<file path="config.mk">
export PLATFORM = sky130hd
export DESIGN_NAME = sched_top
export DESIGN_NICKNAME = d
export VERILOG_FILES = /design/src/sched_pkg.sv /design/src/insn_decode.sv /design/src/dependency_matrix.sv /design/src/issue_execute.sv /design/src/result_writeback.sv /design/src/sched_top.sv
export VERILOG_INCLUDE_DIRS = /design/src /design/src/include
export SDC_FILE = /design/constraint.sdc
export NUM_CORES = 1
export LEC_CHECK = 0
export ABC_AREA = 0
export BUFFER_PORTS_ARGS = -buffer_cell sky130_fd_sc_hd__buf_2
export CAP_MARGIN = 20
export CORE_ASPECT_RATIO = 2
export CORE_MARGIN = 2
export CORE_UTILIZATION = 35
export CTS_CLUSTER_SIZE = 20
export DETAILED_ROUTE_END_ITERATION = 7
export GPL_ROUTABILITY_DRIVEN = 0
export PLACE_DENSITY = 0.49
export REMOVE_ABC_BUFFERS = 1
export SETUP_SLACK_MARGIN = 0.15
export SYNTH_ARGS = -nofsm -noshare
export SYNTH_HDL_FRONTEND = slang
export SYNTH_SLANG_ARGS = --single-unit
</file>
<file path="constraint.sdc">
create_clock -name clk -period 16.25 [get_ports clk]
set_input_delay 1.625 -clock clk [delete_from_list [all_inputs] [get_ports clk]]
set_output_delay 1.625 -clock clk [all_outputs]
set_load 0.05 [all_outputs]
</file>
<file path="src/include/sched_defs.svh">
`ifndef SCHED_DEFS_SVH
`define SCHED_DEFS_SVH

// Scheduler window, also the dependency matrix size
`define SCHED_ENTRIES 8

// Architectural register count
`define SCHED_REGS 8

// Register file and result width
`define SCHED_DATA_W 16

// Sequence number width, wraps after 256 accepts
`define SCHED_SEQ_W 8

`endif

</file>
<file path="src/sched_pkg.sv">
`include "sched_defs.svh"

package sched_pkg;

    // Top bit set marks the immediate form
    typedef enum logic [3:0] {
        OP_ADD  = 4'h0,
        OP_SUB  = 4'h1,
        OP_AND  = 4'h2,
        OP_XOR  = 4'h3,
        OP_ADDI = 4'h8,
        OP_LUI  = 4'h9                              // imm into bits 15:10
    } opcode_e;

    typedef struct packed {
        opcode_e                           opcode;
        logic [$clog2(`SCHED_REGS)-1:0]    rd;
        logic [$clog2(`SCHED_REGS)-1:0]    rs1;
        logic [$clog2(`SCHED_REGS)-1:0]    rs2;
        logic [2:0]                        spare;  // Ignored by decode
    } insn_reg_t;

    typedef struct packed {
        opcode_e                           opcode;
        logic [$clog2(`SCHED_REGS)-1:0]    rd;
        logic [$clog2(`SCHED_REGS)-1:0]    rs1;
        logic [5:0]                        imm;
    } insn_imm_t;

    // One 16-bit word, two readings picked by opcode[3]
    typedef union packed {
        insn_reg_t r;
        insn_imm_t i;
    } insn_u;

    typedef struct packed {
        opcode_e                           opcode;
        logic [$clog2(`SCHED_REGS)-1:0]    rd;
        logic [$clog2(`SCHED_REGS)-1:0]    rs1;
        logic [$clog2(`SCHED_REGS)-1:0]    rs2;    // Zero for immediate form
        logic [`SCHED_DATA_W-1:0]          imm;    // Zero-extended
        logic                              is_imm;
        logic [`SCHED_SEQ_W-1:0]           seq;
    } entry_t;

    typedef struct packed {
        logic [`SCHED_SEQ_W-1:0]           seq;
        logic [$clog2(`SCHED_REGS)-1:0]    rd;
        logic [`SCHED_DATA_W-1:0]          value;
    } result_t;

endpackage

</file>
<file path="src/insn_decode.sv">
`timescale 1ns/1ps
`include "sched_defs.svh"

module insn_decode (
    input  logic                              clk,
    input  logic                              rst,
    input  logic                              in_req,
    input  sched_pkg::insn_u                  in_insn,
    input  logic                              issue_en,
    input  logic [$clog2(`SCHED_ENTRIES)-1:0] issue_tag,
    input  logic                              wb_en,
    input  logic [$clog2(`SCHED_ENTRIES)-1:0] wb_tag,
    output logic                              in_ack,
    output logic                              w_en,
    output logic [$clog2(`SCHED_ENTRIES)-1:0] w_row_index,
    output logic [`SCHED_ENTRIES-1:0]         set_lines,
    output sched_pkg::entry_t                 payload
);
    localparam int TAG_W = $clog2(`SCHED_ENTRIES);
    localparam int REG_W = $clog2(`SCHED_REGS);

    logic [`SCHED_ENTRIES-1:0] busy;                   // Held from accept until writeback
    logic [`SCHED_REGS-1:0]    prod_valid;             // Register has an in-flight writer
    logic [TAG_W-1:0]          prod_tag [`SCHED_REGS]; // Entry of that writer
    logic [`SCHED_ENTRIES-1:0] readers [`SCHED_REGS];  // Entries that have not read it yet
    logic [`SCHED_SEQ_W-1:0]   seq_q;
    logic                      is_imm;
    logic                      use_rs1;
    logic                      use_rs2;
    logic [REG_W-1:0]          rd;
    logic [REG_W-1:0]          rs1;
    logic [REG_W-1:0]          rs2;
    logic                      entry_free;
    logic [TAG_W-1:0]          alloc_tag;
    logic [`SCHED_ENTRIES-1:0] alloc_mask;
    logic [`SCHED_ENTRIES-1:0] issue_mask;
    logic [`SCHED_ENTRIES-1:0] wb_mask;
    logic [`SCHED_ENTRIES-1:0] raw1_mask;
    logic [`SCHED_ENTRIES-1:0] raw2_mask;
    logic [`SCHED_ENTRIES-1:0] waw_mask;
    logic [`SCHED_ENTRIES-1:0] war_mask;
    logic [`SCHED_REGS-1:0]    new_reads;              // Registers the new entry reads

    always_comb begin
        is_imm  = in_insn.r.opcode[3];                 // Selects the union view
        use_rs1 = in_insn.r.opcode != sched_pkg::OP_LUI;
        use_rs2 = !is_imm;
        rd      = in_insn.r.rd;
        rs1     = in_insn.r.rs1;
        rs2     = is_imm ? '0 : in_insn.r.rs2;
        alloc_tag  = '0;
        entry_free = 1'b0;
        for (int e = `SCHED_ENTRIES - 1; e >= 0; e--) begin
            if (!busy[e]) begin                        // Lowest free index wins
                alloc_tag  = TAG_W'(e);
                entry_free = 1'b1;
            end
        end
        w_en        = in_req && !in_ack && entry_free;
        w_row_index = alloc_tag;
        alloc_mask  = `SCHED_ENTRIES'(1) << alloc_tag;
        issue_mask  = issue_en ? (`SCHED_ENTRIES'(1) << issue_tag) : '0;
        wb_mask     = wb_en ? (`SCHED_ENTRIES'(1) << wb_tag) : '0;
        raw1_mask = (use_rs1 && prod_valid[rs1]) ? (`SCHED_ENTRIES'(1) << prod_tag[rs1]) : '0;
        raw2_mask = (use_rs2 && prod_valid[rs2]) ? (`SCHED_ENTRIES'(1) << prod_tag[rs2]) : '0;
        waw_mask  = prod_valid[rd] ? (`SCHED_ENTRIES'(1) << prod_tag[rd]) : '0;
        war_mask  = readers[rd] & ~issue_mask;         // Issued readers already have operands
        set_lines = (raw1_mask | raw2_mask | waw_mask | war_mask) & ~wb_mask; // Keep wakeup
        for (int r = 0; r < `SCHED_REGS; r++) begin
            new_reads[r] = w_en && ((use_rs1 && rs1 == REG_W'(r)) ||
                                    (use_rs2 && rs2 == REG_W'(r)));
        end
        payload.opcode = in_insn.r.opcode;
        payload.rd     = rd;
        payload.rs1    = rs1;
        payload.rs2    = rs2;
        payload.imm    = is_imm ? `SCHED_DATA_W'(in_insn.i.imm) : '0;
        payload.is_imm = is_imm;
        payload.seq    = seq_q;
    end

    always_ff @(posedge clk) begin
        if (rst) begin
            in_ack     <= 1'b0;
            busy       <= '0;
            prod_valid <= '0;
            seq_q      <= '0;
            for (int r = 0; r < `SCHED_REGS; r++) begin
                prod_tag[r] <= '0;
                readers[r]  <= '0;
            end
        end else begin
            if (w_en) begin
                in_ack <= 1'b1;
                seq_q  <= seq_q + 1'b1;
            end else if (in_ack && !in_req) begin
                in_ack <= 1'b0;                        // Four-phase return to idle
            end
            busy <= (busy & ~wb_mask) | (w_en ? alloc_mask : '0);
            for (int r = 0; r < `SCHED_REGS; r++) begin
                readers[r] <= (readers[r] & ~issue_mask) | (new_reads[r] ? alloc_mask : '0);
                if (w_en && rd == REG_W'(r)) begin     // New entry becomes the producer
                    prod_valid[r] <= 1'b1;
                    prod_tag[r]   <= alloc_tag;
                end else if (wb_en && prod_tag[r] == wb_tag) begin
                    prod_valid[r] <= 1'b0;             // Value now in the register file
                end
            end
        end
    end

endmodule

</file>
<file path="src/dependency_matrix.sv">
`timescale 1ns/1ps
`include "sched_defs.svh"

module dependency_matrix #(
    parameter int NUM_ROWS = `SCHED_ENTRIES           // Rows and columns are both entries
) (
    input  logic                        clk,
    input  logic                        rst,
    input  logic                        w_en,           // New instruction into a row
    input  logic [$clog2(NUM_ROWS)-1:0] w_row_index,
    input  logic [NUM_ROWS-1:0]         set_lines,      // Producers the new row waits on
    input  logic                        clear_en,       // Producer wrote back
    input  logic [$clog2(NUM_ROWS)-1:0] clear_col,
    input  logic                        free_en,        // Row selected for execution
    input  logic [$clog2(NUM_ROWS)-1:0] free_row_index,
    output logic [NUM_ROWS-1:0]         ready_vector
);
    logic [NUM_ROWS-1:0] dep_bits [NUM_ROWS];           // Row waits on column when set
    logic [NUM_ROWS-1:0] row_valid;

    always_ff @(posedge clk) begin
        if (rst) begin
            row_valid <= '0;
            for (int i = 0; i < NUM_ROWS; i++) begin
                dep_bits[i] <= '0;
            end
        end else begin
            if (clear_en) begin
                for (int i = 0; i < NUM_ROWS; i++) begin
                    dep_bits[i][clear_col] <= 1'b0;     // Wake every consumer
                end
            end
            if (w_en) begin                             // Overrides the clear on this row
                row_valid[w_row_index] <= 1'b1;
                dep_bits[w_row_index]  <= set_lines;
            end
            if (free_en) begin
                row_valid[free_row_index] <= 1'b0;
                dep_bits[free_row_index]  <= '0;
            end
        end
    end

    // Ready once valid and every producer has written back
    always_comb begin
        for (int i = 0; i < NUM_ROWS; i++) begin
            ready_vector[i] = row_valid[i] && (dep_bits[i] == '0);
        end
    end

endmodule

</file>
<file path="src/issue_execute.sv">
`timescale 1ns/1ps
`include "sched_defs.svh"

module issue_execute (
    input  logic                              clk,
    input  logic                              rst,
    input  logic                              w_en,
    input  logic [$clog2(`SCHED_ENTRIES)-1:0] w_row_index,
    input  sched_pkg::entry_t                 payload,
    input  logic [`SCHED_ENTRIES-1:0]         ready_vector,
    input  logic                              wb_accept,
    input  logic [`SCHED_DATA_W-1:0]          rf_rdata1,
    input  logic [`SCHED_DATA_W-1:0]          rf_rdata2,
    output logic                              free_en,
    output logic [$clog2(`SCHED_ENTRIES)-1:0] free_row_index,
    output logic                              issue_en,
    output logic [$clog2(`SCHED_ENTRIES)-1:0] issue_tag,
    output logic [$clog2(`SCHED_REGS)-1:0]    rf_raddr1,
    output logic [$clog2(`SCHED_REGS)-1:0]    rf_raddr2,
    output logic                              ex_valid,
    output sched_pkg::result_t                ex_result,
    output logic [$clog2(`SCHED_ENTRIES)-1:0] ex_tag
);
    localparam int TAG_W = $clog2(`SCHED_ENTRIES);

    sched_pkg::entry_t        pay_mem [`SCHED_ENTRIES];  // Decoded fields per entry
    sched_pkg::entry_t        sel_pay;
    logic [TAG_W-1:0]         sel_tag;
    logic                     sel_any;
    logic                     advance;
    logic                     issue;
    logic [`SCHED_DATA_W-1:0] opnd_b;
    logic [`SCHED_DATA_W-1:0] alu_out;

    always_ff @(posedge clk) begin
        if (w_en) begin
            pay_mem[w_row_index] <= payload;
        end
    end

    always_comb begin
        sel_tag = '0;
        sel_any = 1'b0;
        for (int e = `SCHED_ENTRIES - 1; e >= 0; e--) begin
            if (ready_vector[e]) begin                   // Lowest ready index
                sel_tag = TAG_W'(e);
                sel_any = 1'b1;
            end
        end
        advance = !ex_valid || wb_accept;                // Stage empty or draining now
        issue   = advance && sel_any;
        sel_pay = pay_mem[sel_tag];
        rf_raddr1 = sel_pay.rs1;
        rf_raddr2 = sel_pay.rs2;
        opnd_b    = sel_pay.is_imm ? sel_pay.imm : rf_rdata2;
        case (sel_pay.opcode)
            sched_pkg::OP_ADD,
            sched_pkg::OP_ADDI: alu_out = rf_rdata1 + opnd_b;
            sched_pkg::OP_SUB:  alu_out = rf_rdata1 - opnd_b;
            sched_pkg::OP_AND:  alu_out = rf_rdata1 & opnd_b;
            sched_pkg::OP_XOR:  alu_out = rf_rdata1 ^ opnd_b;
            sched_pkg::OP_LUI:  alu_out = sel_pay.imm << (`SCHED_DATA_W - 6); // Top 6 bits
            default:            alu_out = '0;
        endcase
        free_en        = issue;                          // Row leaves the matrix on issue
        free_row_index = sel_tag;
        issue_en       = issue;
        issue_tag      = sel_tag;
    end

    always_ff @(posedge clk) begin
        if (rst) begin
            ex_valid <= 1'b0;
        end else if (issue) begin
            ex_valid <= 1'b1;
        end else if (wb_accept) begin
            ex_valid <= 1'b0;
        end
    end

    // Result payload, held while writeback stalls
    always_ff @(posedge clk) begin
        if (issue) begin
            ex_result.seq   <= sel_pay.seq;
            ex_result.rd    <= sel_pay.rd;
            ex_result.value <= alu_out;
            ex_tag          <= sel_tag;                  // Entry to wake and free
        end
    end

endmodule

</file>
<file path="src/result_writeback.sv">
`timescale 1ns/1ps
`include "sched_defs.svh"

module result_writeback (
    input  logic                              clk,
    input  logic                              rst,
    input  logic                              ex_valid,
    input  sched_pkg::result_t                ex_result,
    input  logic [$clog2(`SCHED_ENTRIES)-1:0] ex_tag,
    input  logic [$clog2(`SCHED_REGS)-1:0]    rf_raddr1,
    input  logic [$clog2(`SCHED_REGS)-1:0]    rf_raddr2,
    input  logic                              out_ack,
    output logic                              wb_accept,
    output logic                              wb_en,
    output logic [$clog2(`SCHED_ENTRIES)-1:0] wb_tag,
    output logic [`SCHED_DATA_W-1:0]          rf_rdata1,
    output logic [`SCHED_DATA_W-1:0]          rf_rdata2,
    output logic                              out_req,
    output sched_pkg::result_t                out_result
);
    logic [`SCHED_DATA_W-1:0] rf [`SCHED_REGS];          // Architectural registers
    logic                     buf_full;                  // Output buffer owns a result

    assign wb_accept = ex_valid && !buf_full;
    assign wb_en     = wb_accept;                        // One wakeup per accepted result
    assign wb_tag    = ex_tag;
    assign rf_rdata1 = rf[rf_raddr1];                    // Combinational read ports
    assign rf_rdata2 = rf[rf_raddr2];

    always_ff @(posedge clk) begin
        if (rst) begin
            for (int r = 0; r < `SCHED_REGS; r++) begin
                rf[r] <= '0;
            end
        end else if (wb_accept) begin
            rf[ex_result.rd] <= ex_result.value;         // Same edge as the column clear
        end
    end

    // Output four-phase handshake
    always_ff @(posedge clk) begin
        if (rst) begin
            buf_full <= 1'b0;
            out_req  <= 1'b0;
        end else if (wb_accept) begin
            buf_full <= 1'b1;
            out_req  <= 1'b1;
        end else if (out_req && out_ack) begin
            out_req <= 1'b0;
        end else if (buf_full && !out_req && !out_ack) begin
            buf_full <= 1'b0;                            // Sink back to idle
        end
    end

    always_ff @(posedge clk) begin
        if (wb_accept) begin
            out_result <= ex_result;
        end
    end

endmodule

</file>
<file path="src/sched_top.sv">
`timescale 1ns/1ps
`include "sched_defs.svh"

module sched_top (
    input  logic               clk,
    input  logic               rst,
    input  logic               in_req,
    input  sched_pkg::insn_u   in_insn,
    input  logic               out_ack,
    output logic               in_ack,
    output logic               out_req,
    output sched_pkg::result_t out_result
);
    localparam int TAG_W = $clog2(`SCHED_ENTRIES);
    localparam int REG_W = $clog2(`SCHED_REGS);

    logic                      w_en;
    logic [TAG_W-1:0]          w_row_index;
    logic [`SCHED_ENTRIES-1:0] set_lines;
    sched_pkg::entry_t         payload;
    logic [`SCHED_ENTRIES-1:0] ready_vector;
    logic                      free_en;
    logic [TAG_W-1:0]          free_row_index;
    logic                      issue_en;
    logic [TAG_W-1:0]          issue_tag;
    logic [REG_W-1:0]          rf_raddr1;
    logic [REG_W-1:0]          rf_raddr2;
    logic [`SCHED_DATA_W-1:0]  rf_rdata1;
    logic [`SCHED_DATA_W-1:0]  rf_rdata2;
    logic                      ex_valid;
    sched_pkg::result_t        ex_result;
    logic [TAG_W-1:0]          ex_tag;
    logic                      wb_accept;
    logic                      wb_en;                    // Wakeup and free broadcast
    logic [TAG_W-1:0]          wb_tag;

    insn_decode i_decode (
        .clk, .rst, .in_req, .in_insn, .issue_en, .issue_tag, .wb_en, .wb_tag,
        .in_ack, .w_en, .w_row_index, .set_lines, .payload
    );

    dependency_matrix #(.NUM_ROWS(`SCHED_ENTRIES)) i_matrix (
        .clk, .rst, .w_en, .w_row_index, .set_lines,
        .clear_en (wb_en),                               // Writeback clears the column
        .clear_col(wb_tag),
        .free_en, .free_row_index, .ready_vector
    );

    issue_execute i_execute (
        .clk, .rst, .w_en, .w_row_index, .payload, .ready_vector, .wb_accept,
        .rf_rdata1, .rf_rdata2, .free_en, .free_row_index, .issue_en, .issue_tag,
        .rf_raddr1, .rf_raddr2, .ex_valid, .ex_result, .ex_tag
    );

    result_writeback i_writeback (
        .clk, .rst, .ex_valid, .ex_result, .ex_tag, .rf_raddr1, .rf_raddr2, .out_ack,
        .wb_accept, .wb_en, .wb_tag, .rf_rdata1, .rf_rdata2, .out_req, .out_result
    );

endmodule

</file>
* After elaboration in Yosys (flattened, before gate mapping) *
Memories as Yosys holds them, arrays and structs flattened.
Cells that the tools add are included.

word-level totals
  register bits after elaboration = 93
  memory bits (writable) = 504
  bits of input ports = 20
  logic and storage cells = 506
  memories kept = 5

operators by class
  add/sub/neg operators = 3
  order comparisons = 9
  eq/ne operators = 36
  shift operators = 6
  mux-type cells = 211
  bitwise gates (word level) = 110
  reduce and logical (&&, ||, !) cells = 104

memories
  memory             depth  bits a word  read ports  clocked after Yosys merged registers in  wr ports  line                     RTL
  i_execute.pay_mem  8      28           1           0                                        1         issue_execute.sv:26      sched_pkg::entry_t pay_mem [`SCHED_ENTRIES];
  i_writeback.rf     8      16           2           0                                        8         result_writeback.sv:21   logic [`SCHED_DATA_W-1:0] rf [`SCHED_REGS];
  i_decode.readers   8      8            9           0                                        8         insn_decode.sv:25        logic [`SCHED_ENTRIES-1:0] readers [`SCHED_REGS];
  i_matrix.dep_bits  8      8            8           0                                        10        dependency_matrix.sv:18  logic [NUM_ROWS-1:0] dep_bits [NUM_ROWS];
  i_decode.prod_tag  8      3            11          0                                        8         insn_decode.sv:24        logic [TAG_W-1:0] prod_tag [`SCHED_REGS];

operators by type and width
  cell                   number
  $mux W8                26
  $mux W1                149
  $or A8 B8 Y8           13
  $and A8 B8 Y8          12
  $or A1 B1 Y1           80
  $pmux W16 S5           1
  $mux W3                26
  $logic_not A8 Y1       8
  $logic_and A1 B1 Y1    61
  $shl A1 B3 Y8 const A  6
  $eq A3 B3 Y1 const B   12
  $mux W16               2
  $eq A3 B3 Y1           8
  $lt A3 B4 Y1 const B   6
  $not A8 Y8             3
  $reduce_bool A2 Y1     12
  $eq A3 B2 Y1 const B   6
  $add A16 B16 Y16       1
  $and A16 B16 Y16       1
  $reduce_or A16 Y1      1
  $sub A16 B16 Y16       1
  $xor A16 B16 Y16       1
  $bmux W1 S3            3
  $demux W1 S3           3
  other kinds (15)       37

* Longest topological paths before layout *
Gate-level depths: netlist (run 1).
An unclocked memory read counts as a cell.

  word-level depth = 18
  mapped depth = 34

* Cells and area by module *
Synthesis (run 1) repeated with hierarchy kept, for this count alone.

second synthesis, totals
  cell total of the unflattened synthesis = 2681
  area total of the unflattened synthesis = 32672.6 sq um

by module, submodules not included
  module             instances  cells each  area an instance (sq um)  seq. area each (sq um)
  issue_execute      1          1121        14785.4                   10049.6
  result_writeback   1          471         7838.8                    4694.5
  insn_decode        1          689         6516.2                    2502.4
  dependency_matrix  1          400         3532.1                    1441.4

* Worst setup path before layout (run 1) *
Ideal clock, no wire load.

  path type = register -> register
  start point = memory i_matrix.dep_bits[7][3] (netlist bit)
  end point = register, netlist name i_execute.ex_result[15]
  setup time = 0.259 ns
  data arrival time = 5.793 ns
  required time = 15.991 ns
  setup slack = 10.198 ns
  stages on the path, launching flop included = 33
  period minus slack after synthesis = 6.052 ns
  cells stage by stage = dfxtp_1 nor4_2 nand4b_2 o211a_1 buf_4 nor2_4 buf_4 nand2_1 a31oi_1 a32o_1 buf_2 buf_2 buf_2 mux2_2 inv_1 ha_1 mux2_2 inv_1 ha_1 nor2b_1 o21ai_0 nand2b_1 a21o_1 a31o_2 a21oi_1 nor2b_1 o21ai_0 a211o_1 o21ai_0 a31oi_1 xnor2_1 a311oi_1 a211o_1

RTL lines
  element             line
  start: declaration  dependency_matrix.sv:18

==> results of run 1 <==
## final timing paths
| check | start | end | depth (start not counted) |
|---|---|---|---|
| setup / recovery | i_matrix.dep_bits[7][3] | i_execute.ex_result[15] | 28 |
| hold / removal | i_execute.ex_result[23] | i_writeback.out_result[23] | 0 |
| setup reg to reg | i_matrix.dep_bits[7][3] | i_execute.ex_result[15] | 28 |
| hold reg to reg | i_execute.ex_result[23] | i_writeback.out_result[23] | 0 |
## critical path, delay by kind of cell, from the launching register on
kind / cells / cell delay (ns)
buffers and inverters: 3 / 1.44
AO/OA/AOI/OAI: 14 / 3.82
adder cells (fa/ha/maj): 1 / 0.30
XOR/XNOR: 1 / 0.18
AND/OR/NAND/NOR: 7 / 1.11
multiplexers: 2 / 0.52
flip-flops: 1 / 0.33
## placed cells by master (no fill, tap or decap), types with 7 or more instances in the layout
cell	synthesis	final
edfxtp_1	425	425
o21ai_1	8	7
xor2_1	34	34
nor2_1	269	267
mux2i_1	44	44
ha_1	35	35
nand3b_1	8	8
a21o_1	7	7
and2_1	139	139
or2_2	14	14
o41ai_1	8	8
or3_1	8	8
dfxtp_1	164	164
mux4_2	34	34
a22oi_1	36	36
a31oi_1	65	65
o211ai_1	23	23
buf_4	8	53
o22ai_1	9	8
nand4_1	43	43
o31ai_1	10	10
xnor2_1	21	21
inv_1	34	32
a22o_1	44	44
a21oi_1	57	57
clkbuf_16	0	56
mux2_2	18	18
nor2b_1	31	31
buf_2	25	48
and3_1	19	19
nand2b_1	31	31
nor3_1	25	22
clkbuf_1	93	7
clkinv_2	0	11
o21ai_0	81	81
nand2_1	486	484
nand3_1	169	169
## kinds of logic after synthesis
logic type | count (synthesis)
AND/OR/NAND/NOR | 1282
flip-flops | 589
AO/OA/AOI/OAI | 435
XOR/XNOR | 55
multiplexers | 97
adder cells (fa/ha/maj) | 36
buffers and inverters | 188
## power breakdown
part / switching, mW / internal, mW / total, mW
Combinational: 0.341 / 0.166 / 0.506
Sequential: 0.0480 / 1.66 / 1.71
Clock: 0.602 / 0.733 / 1.34
## layout make-up
cell class / instances / area share (%)
diodes: 1 / 0.00795
clock buffers: 68 / 4.74
clock inverters: 29 / 1.03
inverters: 36 / 0.429
multi-input cells: 1905 / 36.6
flip-flops and latches: 589 / 51.0
well taps: 1043 / 4.15
repair buffers: 101 / 2.03
## layer usage
metal	GRT usage, %	wire (um)	up-vias
met5	0	22	-
met4	14.8	6780	4
met3	2.89	4110	322
met2	44.9	53100	754
met1	22.6	31800	10629
li1	-	-	9739
## flip-flops by register name (all words and copies together) (netlist names), 3 cells and up
signal / cells
i_decode.busy: 8
i_decode.prod_tag: 24
i_decode.prod_valid: 8
i_decode.readers: 64
i_decode.seq_q: 8
i_execute.ex_result: 27
i_execute.ex_tag: 3
i_execute.pay_mem: 216
i_matrix.dep_bits: 64
i_matrix.row_valid: 8
i_writeback.out_result: 27
i_writeback.rf: 128
## metrics by stage
step / std cells / area [um^2] / setup WS, ns
after detailed placement: 3674 / 29700 / 8.34
final: 3772 / 31500 / 8.25
after global routing: 3771 / 31500 / 7.66
after floorplan: 2530 / 27600 / 7.51
after global placement: 3672 / 29600 / 8.40
after CTS: 3771 / 31500 / 8.30
==> impl_metrics.csv, run 1 <==
group,metric,value,unit
die,start_util,35.3,%
die,die_w,205,um
synth,synth-simple-area-share,21.3,%
synth,synth.area.top_cells,"edfxtp_1 45%, dfxtp_1 12%, nand2_1 6.4%",
final_layout,nets,2744,
synth,synth.most_common_cell,"nand2_1",
timing,slew_viol_final,0,
grt,grt_use_total,23.1,%
pwr,p_leak,11.5,nW
synth,synth_compound_area_share,10.9,%
drt,ant_nets,0,
synth,synthAdderAreaFrac,1.62,%
synth,ys_warn_count,0,
die,core_area,0.0802,mm^2
drt,drtIter0Drc,1403,
clocking,cts_made_buffers,55,
synth,yosysTopAreaCell,"edfxtp_1",
setup_path,arrival,8.41,ns
synth,ys_ff_latch,589,
final_layout,fin_util,39.2,%
clocking,cts_tree,"yes",
clocking,cts_buffer_depth,3,
clocking,clock-sinks,589,
setup_path,end_kind,"flop",
pwr,powerDensity,113,mW/mm^2
synth,syn-instance-count,2682,
clocking,htreeDepth,2,
setup_path,path_class,"flop to flop",
drt,drc,0,
final_layout,area_delta_synth_final,11.2,%
setup_path,critPathLaunchType,"flop",
timing,relSlewSlack,18.9,%
die,num_io_pins,49,
synth,synth_cell_type_count,96,
place,port_buffers,48,
timing,period_minus_slack,8.00,ns
setup_path,regToRegSetupSlack,8.25,ns
worst_hold_path,min_path_type,"flop to flop",
synth,synth_commonest_cells,"486 x nand2_1, 425 x edfxtp_1, 269 x nor2_1",
timing,final-setup-viol-count,0,
grt,grt_pass1_wl,141,mm
clocking,postCtsSetupBuffers,0,
final_layout,multiInputGateArea,0.0115,mm^2
synth,synth_top_family_by_area,"simple AND/OR/NAND/NOR gates",
grt,overflow,0,
final_layout,drive_gt1_share,11.3,%
timing,period_share,49.3,%
die,dieArea,0.0833,mm^2
timing,fin_setup_tns,0,ns
synth,ys.flop_type,"edfxtp_1",
status,status,"completed",
setup_path,cp.required,16.66,ns
timing,grt_setup_unrepaired,"no",
job,max-cap-violations,0,
grt,grt_pass1_vias,21940,
timing,fin_skew,0.0374,ns
timing,tightest_slew,1.21,ns
synth,synth_edf_count,425,
timing,whs,0.418,ns
setup_path,cp_max_fo,63,
final_layout,final-seq-area,0.0160,mm^2
clocking,clkTransAtPathRegs,0.07,ns
timing,fmax,0.125,GHz
synth,yosysTopAreaCellShare,45.1,%
synth,avgSynthCellArea,10.6,um^2
grt,antenna_found_initial,2,
synth,syn_area,0.0283,mm^2
synth,async_flop_share,0,%
synth,synth_xor_xnor_area_share,1.70,%
synth,synth_mux_area_share,5.02,%
die,fp.dieH,406,um
clocking,clock-root-buffer,"clkbuf_16",
drt,via_per_inst,5.69,
place,dp_hpwl,65.1,mm
drt,wl_per_cell,25.4,um
clocking,holdBufCountCts,0,
timing,final-hold-violation-count,0,
setup_path,critPathSlowestCell,"inv_2",
pwr,total_power,3.55,mW
die,row_count,147,
clocking,ctsResizeCount,0,
drt,wl,95.9,mm
grt,grt_max_degree,64,
clocking,clkLatencyLatePin,0.65,ns
drt,dr.pass1.iters,7,
final_layout,fill_cells,7867,
synth,yosysSeqAreaShare,56.7,%
drt,dr_total_vias,21448,
setup_path,critical_path.most_common_cell,"o21ai_0",
pwr,peakVddDrop,0.0000948,V
setup_path,slowest_delay,0.68,ns
Power figures use the tool's default switching activity.
==> inputs of run 2 (changes only) <==
==> constraint.sdc (replaced) <==
create_clock -name clk -period 8.35 [get_ports clk]
set_input_delay 0.835 -clock clk [delete_from_list [all_inputs] [get_ports clk]]
set_output_delay 0.835 -clock clk [all_outputs]
set_load 0.05 [all_outputs]
==> impl_metrics.csv, run 2 (synthesized netlist as in run 1, its figures left out) <==
group,metric,value,unit
status,status,"completed",
pwr,p_sw,1.95,mW
timing,worst_slack,1.14,ns
clocking,cts_tree,"yes",
pwr,seq_power_share,46.9,%
clocking,htreeDepth,2,
drt,dr_total_vias,21437,
clocking,clkTransAtPathRegs,0.07,ns
drt,wl_per_cell,25.3,um
pwr,p_leak,11.6,nW
worst_hold_path,min_path_type,"flop to flop",
clocking,clock-sinks,589,
pwr,power_frac_clock,38.9,%
timing,slew_viol_final,0,
die,num_io_pins,49,
final_layout,antennaDiodeCount,0,
grt,grt_pass1_vias,21863,
drt,ant_nets,0,
setup_path,critPathSlowestCell,"inv_2",
final_layout,area_delta_synth_final,12.0,%
drt,via_per_inst,5.66,
pwr,peakVddDrop,0.000170,V
pwr,p_comb_share,14.2,%
timing,fin_setup_tns,0,ns
die,start_util,35.3,%
job,max-cap-violations,0,
grt,overflow,0,
pwr,switching_share,27.6,%
final_layout,fin_cells,3788,
die,fp.dieH,406,um
setup_path,slowest_delay,0.48,ns
final_layout,largest_reg_flops,216,
place,dp_hpwl,64.4,mm
final_layout,regMostFlops,"i_execute.pay_mem",
setup_path,path_class,"flop to flop",
pwr,p_int,5.12,mW
clocking,cts_made_buffers,56,
timing,final-setup-viol-count,0,
final_layout,fill_cells,7911,
grt,grt_use_total,23.0,%
drt,drc,0,
timing,period_minus_slack,7.21,ns
clocking,clock-root-buffer,"clkbuf_16",
setup_path,arrival,7.59,ns
final_layout,final_common_cell,"nand2_1",
die,core_area,0.0802,mm^2
setup_path,cp.required,8.73,ns
timing,period_share,86.3,%
place,dp.cells,3683,
grt,antenna_found_initial,2,
setup_path,regToRegSetupSlack,1.14,ns
final_layout,final_cell_mix,"484 x nand2_1, 425 x edfxtp_1, 267 x nor2_1",
clocking,ctsResizeCount,0,
pwr,powerDensity,223,mW/mm^2
grt,grt_max_degree,50,
timing,fin_skew,0.0318,ns
timing,relSlewSlack,21.2,%
die,row_count,147,
pwr,total_power,7.07,mW
drt,dr.pass1.iters,6,
setup_path,end_kind,"flop",
timing,fmax,0.139,GHz
final_layout,nets,2756,
drt,drtIter0Drc,1404,
clocking,holdBufCountCts,0,
setup_path,path_delay_family,"compound AO/OA/AOI/OAI gates",
die,dieArea,0.0833,mm^2
setup_path,cp_max_fo,37,
timing,tightest_slew,1.18,ns
place,pre_cts_ws,1.21,ns
clocking,clkLatencyLatePin,0.65,ns
drt,wl,95.7,mm
setup_path,critical_path.most_common_cell,"o21ai_0",
clocking,cts_buffer_depth,3,
final_layout,top_regs,"i_execute.pay_mem (216), i_writeback.rf (128)",
timing,grt_setup_unrepaired,"no",
die,die_w,205,um
setup_path,critPathLaunchType,"flop",
place,port_buffers,48,
grt,grt_pass1_wl,140,mm
timing,final-hold-violation-count,0,
final_layout,fin_util,39.5,%
clocking,postCtsSetupBuffers,0,
setup_path,crit_buf_inv,3,
final_layout,drive_gt1_share,11.8,%
-- run 2: layer usage --
layer  wire length, um  GRT usage [%]  vias up
met5                 0              0        -
met4              7840           16.7        0
met3              3990           2.51      308
met2             51700           43.4      793
met1             32200           22.9    10562
li1                  -              -     9774
-- run 2: path summary, 6_finish.rpt --
check	start	endpoint	cells past startpoint
setup / recovery	i_matrix.dep_bits[7][3]	i_execute.ex_result[14]	27
hold / removal	i_execute.ex_result[19]	i_writeback.out_result[19]	0
setup reg to reg	i_matrix.dep_bits[7][3]	i_execute.ex_result[14]	27
hold reg to reg	i_execute.ex_result[19]	i_writeback.out_result[19]	0
-- run 2: metrics by stage --
step | hold WS (ns) | instance area, um^2
after floorplan | 0.400 | 27600
after global placement | 0.401 | 29700
after detailed placement | 0.413 | 29700
after CTS | 0.428 | 31700
after global routing | 0.437 | 31700
final | 0.427 | 31700
-- run 2: power groups by stage --
stage               registers (mW)  logic (mW)  clock network, mW
floorplan                     3.37       0.601                  0
global placement              3.38       0.989                  0
detailed placement            3.38       0.998                  0
CTS                           3.32        1.00               2.81
global route                  3.33        1.09               2.90
finish                        3.32        1.01               2.75
-- run 2: layout make-up --
cell class / count / area [um^2] / share of cell area, %
repair buffers: 112 / 721 / 2.27
flip-flops and latches: 589 / 16000 / 50.6
well taps: 1043 / 1310 / 4.12
clock inverters: 35 / 433 / 1.37
multi-input cells: 1905 / 11500 / 36.4
inverters: 36 / 135 / 0.426
clock buffers: 68 / 1530 / 4.82
==> inputs of run 3 (changes only) <==
==> constraint.sdc (replaced) <==
create_clock -name clk -period 8.35 [get_ports clk]
set_input_delay 2.0875 -clock clk [delete_from_list [all_inputs] [get_ports clk]]
set_output_delay 2.0875 -clock clk [all_outputs]
set_load 0.05 [all_outputs]
==> impl_metrics.csv, run 3 (synthesized netlist as in run 1, its figures left out) <==
group,metric,value,unit
timing,period_share,89.6,%
clocking,cts_buffer_depth,3,
clocking,holdBufCountCts,0,
final_layout,final_area,0.0316,mm^2
worst_hold_path,min_path_type,"flop to flop",
pwr,powerDensity,220,mW/mm^2
job,max-cap-violations,0,
setup_path,slowest_delay,0.51,ns
final_layout,final_cell_mix,"484 x nand2_1, 425 x edfxtp_1, 267 x nor2_1",
drt,via_per_inst,5.65,
pwr,p_leak,11.5,nW
die,fp.dieH,406,um
final_layout,area_delta_synth_final,11.5,%
setup_path,cp_max_fo,22,
final_layout,fill_cells,7894,
die,row_count,147,
final_layout,final-seq-area,0.0160,mm^2
final_layout,multiInputGateArea,0.0115,mm^2
drt,ant_nets,0,
setup_path,cp.required,8.72,ns
clocking,clkLatencyLatePin,0.64,ns
die,dieArea,0.0833,mm^2
pwr,total_power,6.93,mW
drt,drc,0,
place,dp_hpwl,64.2,mm
drt,drtIter0Drc,1390,
timing,grt_setup_unrepaired,"no",
setup_path,critical_path.most_common_cell,"o21ai_0",
setup_path,path_class,"flop to flop",
clocking,ctsResizeCount,0,
final_layout,fin_util,39.4,%
grt,grt_use_total,22.9,%
drt,wl_per_cell,25.2,um
clocking,htreeDepth,2,
final_layout,largest_reg_flops,216,
clocking,clkTransAtPathRegs,0.07,ns
place,postPlaceCellArea,0.0297,mm^2
drt,dr_total_vias,21397,
timing,period_minus_slack,7.48,ns
timing,final-hold-violation-count,0,
pwr,peakVddDrop,0.000155,V
final_layout,nets,2755,
grt,grt_max_degree,61,
grt,grt_pass1_wl,139,mm
setup_path,regToRegSetupSlack,0.87,ns
timing,fin_skew,0.0210,ns
clocking,clock-root-buffer,"clkbuf_16",
setup_path,end_kind,"flop",
die,num_io_pins,49,
die,core_area,0.0802,mm^2
final_layout,antennaDiodeCount,0,
grt,overflow,0,
final_layout,top_regs,"i_execute.pay_mem (216), i_writeback.rf (128)",
setup_path,critPathLaunchType,"flop",
clocking,clock-sinks,589,
die,die_w,205,um
status,status,"completed",
final_layout,drive_gt1_share,11.5,%
timing,relSlewSlack,22.5,%
grt,antenna_found_initial,1,
place,port_buffers,48,
timing,slew_viol_final,0,
grt,grt_pass1_vias,21920,
clocking,cts_tree,"yes",
setup_path,critPathSlowestCell,"a221o_2",
clocking,cts_made_buffers,55,
clocking,postCtsSetupBuffers,0,
final_layout,final_common_cell,"nand2_1",
timing,fmax,0.134,GHz
drt,wl,95.2,mm
timing,final-setup-viol-count,0,
final_layout,regMostFlops,"i_execute.pay_mem",
setup_path,arrival,7.85,ns
drt,dr.pass1.iters,7,
timing,tightest_slew,1.16,ns
die,start_util,35.3,%
==> run 3: worst max-delay path, delay by kind of cell (launching register included) <==
kind,cells,cell delay (ns)
flops,1,0.33
fa+ha+maj,2,0.54
simple gates,10,1.40
compound gates,16,3.66
xor+xnor,1,0.15
buf+inv,3,1.08
==> run 3: final cells by class <==
cell class	instances	area share, %
clock buffer	64	4.53
clock inverter	37	1.20
inverter	36	0.428
multi-input combinational	1905	36.5
sequential	589	50.8
tap	1043	4.13
timing repair buffer	112	2.33
==> run 3: path summary, 6_finish.rpt <==
check	from	to	depth (start not counted)
worst min-delay path	i_execute.ex_result[21]	i_writeback.out_result[21]	0
worst min register to register	i_execute.ex_result[21]	i_writeback.out_result[21]	0
worst max-delay path	i_matrix.dep_bits[7][3]	i_execute.ex_result[14]	32
worst max register to register	i_matrix.dep_bits[7][3]	i_execute.ex_result[14]	32
==> run 3: power by group <==
group / total, mW / internal [mW] / switching (mW)
sequential: 3.31 / 3.23 / 0.0826
clock: 2.60 / 1.44 / 1.16
combinational: 1.01 / 0.328 / 0.684
==> run 3: routing by layer <==
| metal | routed length, um | global-route usage (%) | vias to the layer above | part of all wire (%) |
|---|---|---|---|---|
| met5 | 0 | 0 | - | 0 |
| met4 | 6980 | 15.3 | 0 | 7.3 |
| met3 | 4200 | 2.58 | 286 | 4.4 |
| met2 | 52200 | 44.1 | 795 | 55 |
| met1 | 31900 | 22.5 | 10564 | 33 |
| li1 | - | - | 9752 | - |
==> run 3: per-stage QoR <==
stage | cells | TNS [ns] | worst slack, ns | hold slack, ns
after floorplan | 2530 | -0.627 | -0.393 | 0.400
after global placement | 3683 | 0 | 1.09 | 0.403
after detailed placement | 3684 | 0 | 0.986 | 0.405
after CTS | 3785 | 0 | 0.956 | 0.420
after global routing | 3786 | 0 | 0.489 | 0.425
final | 3786 | 0 | 0.866 | 0.418
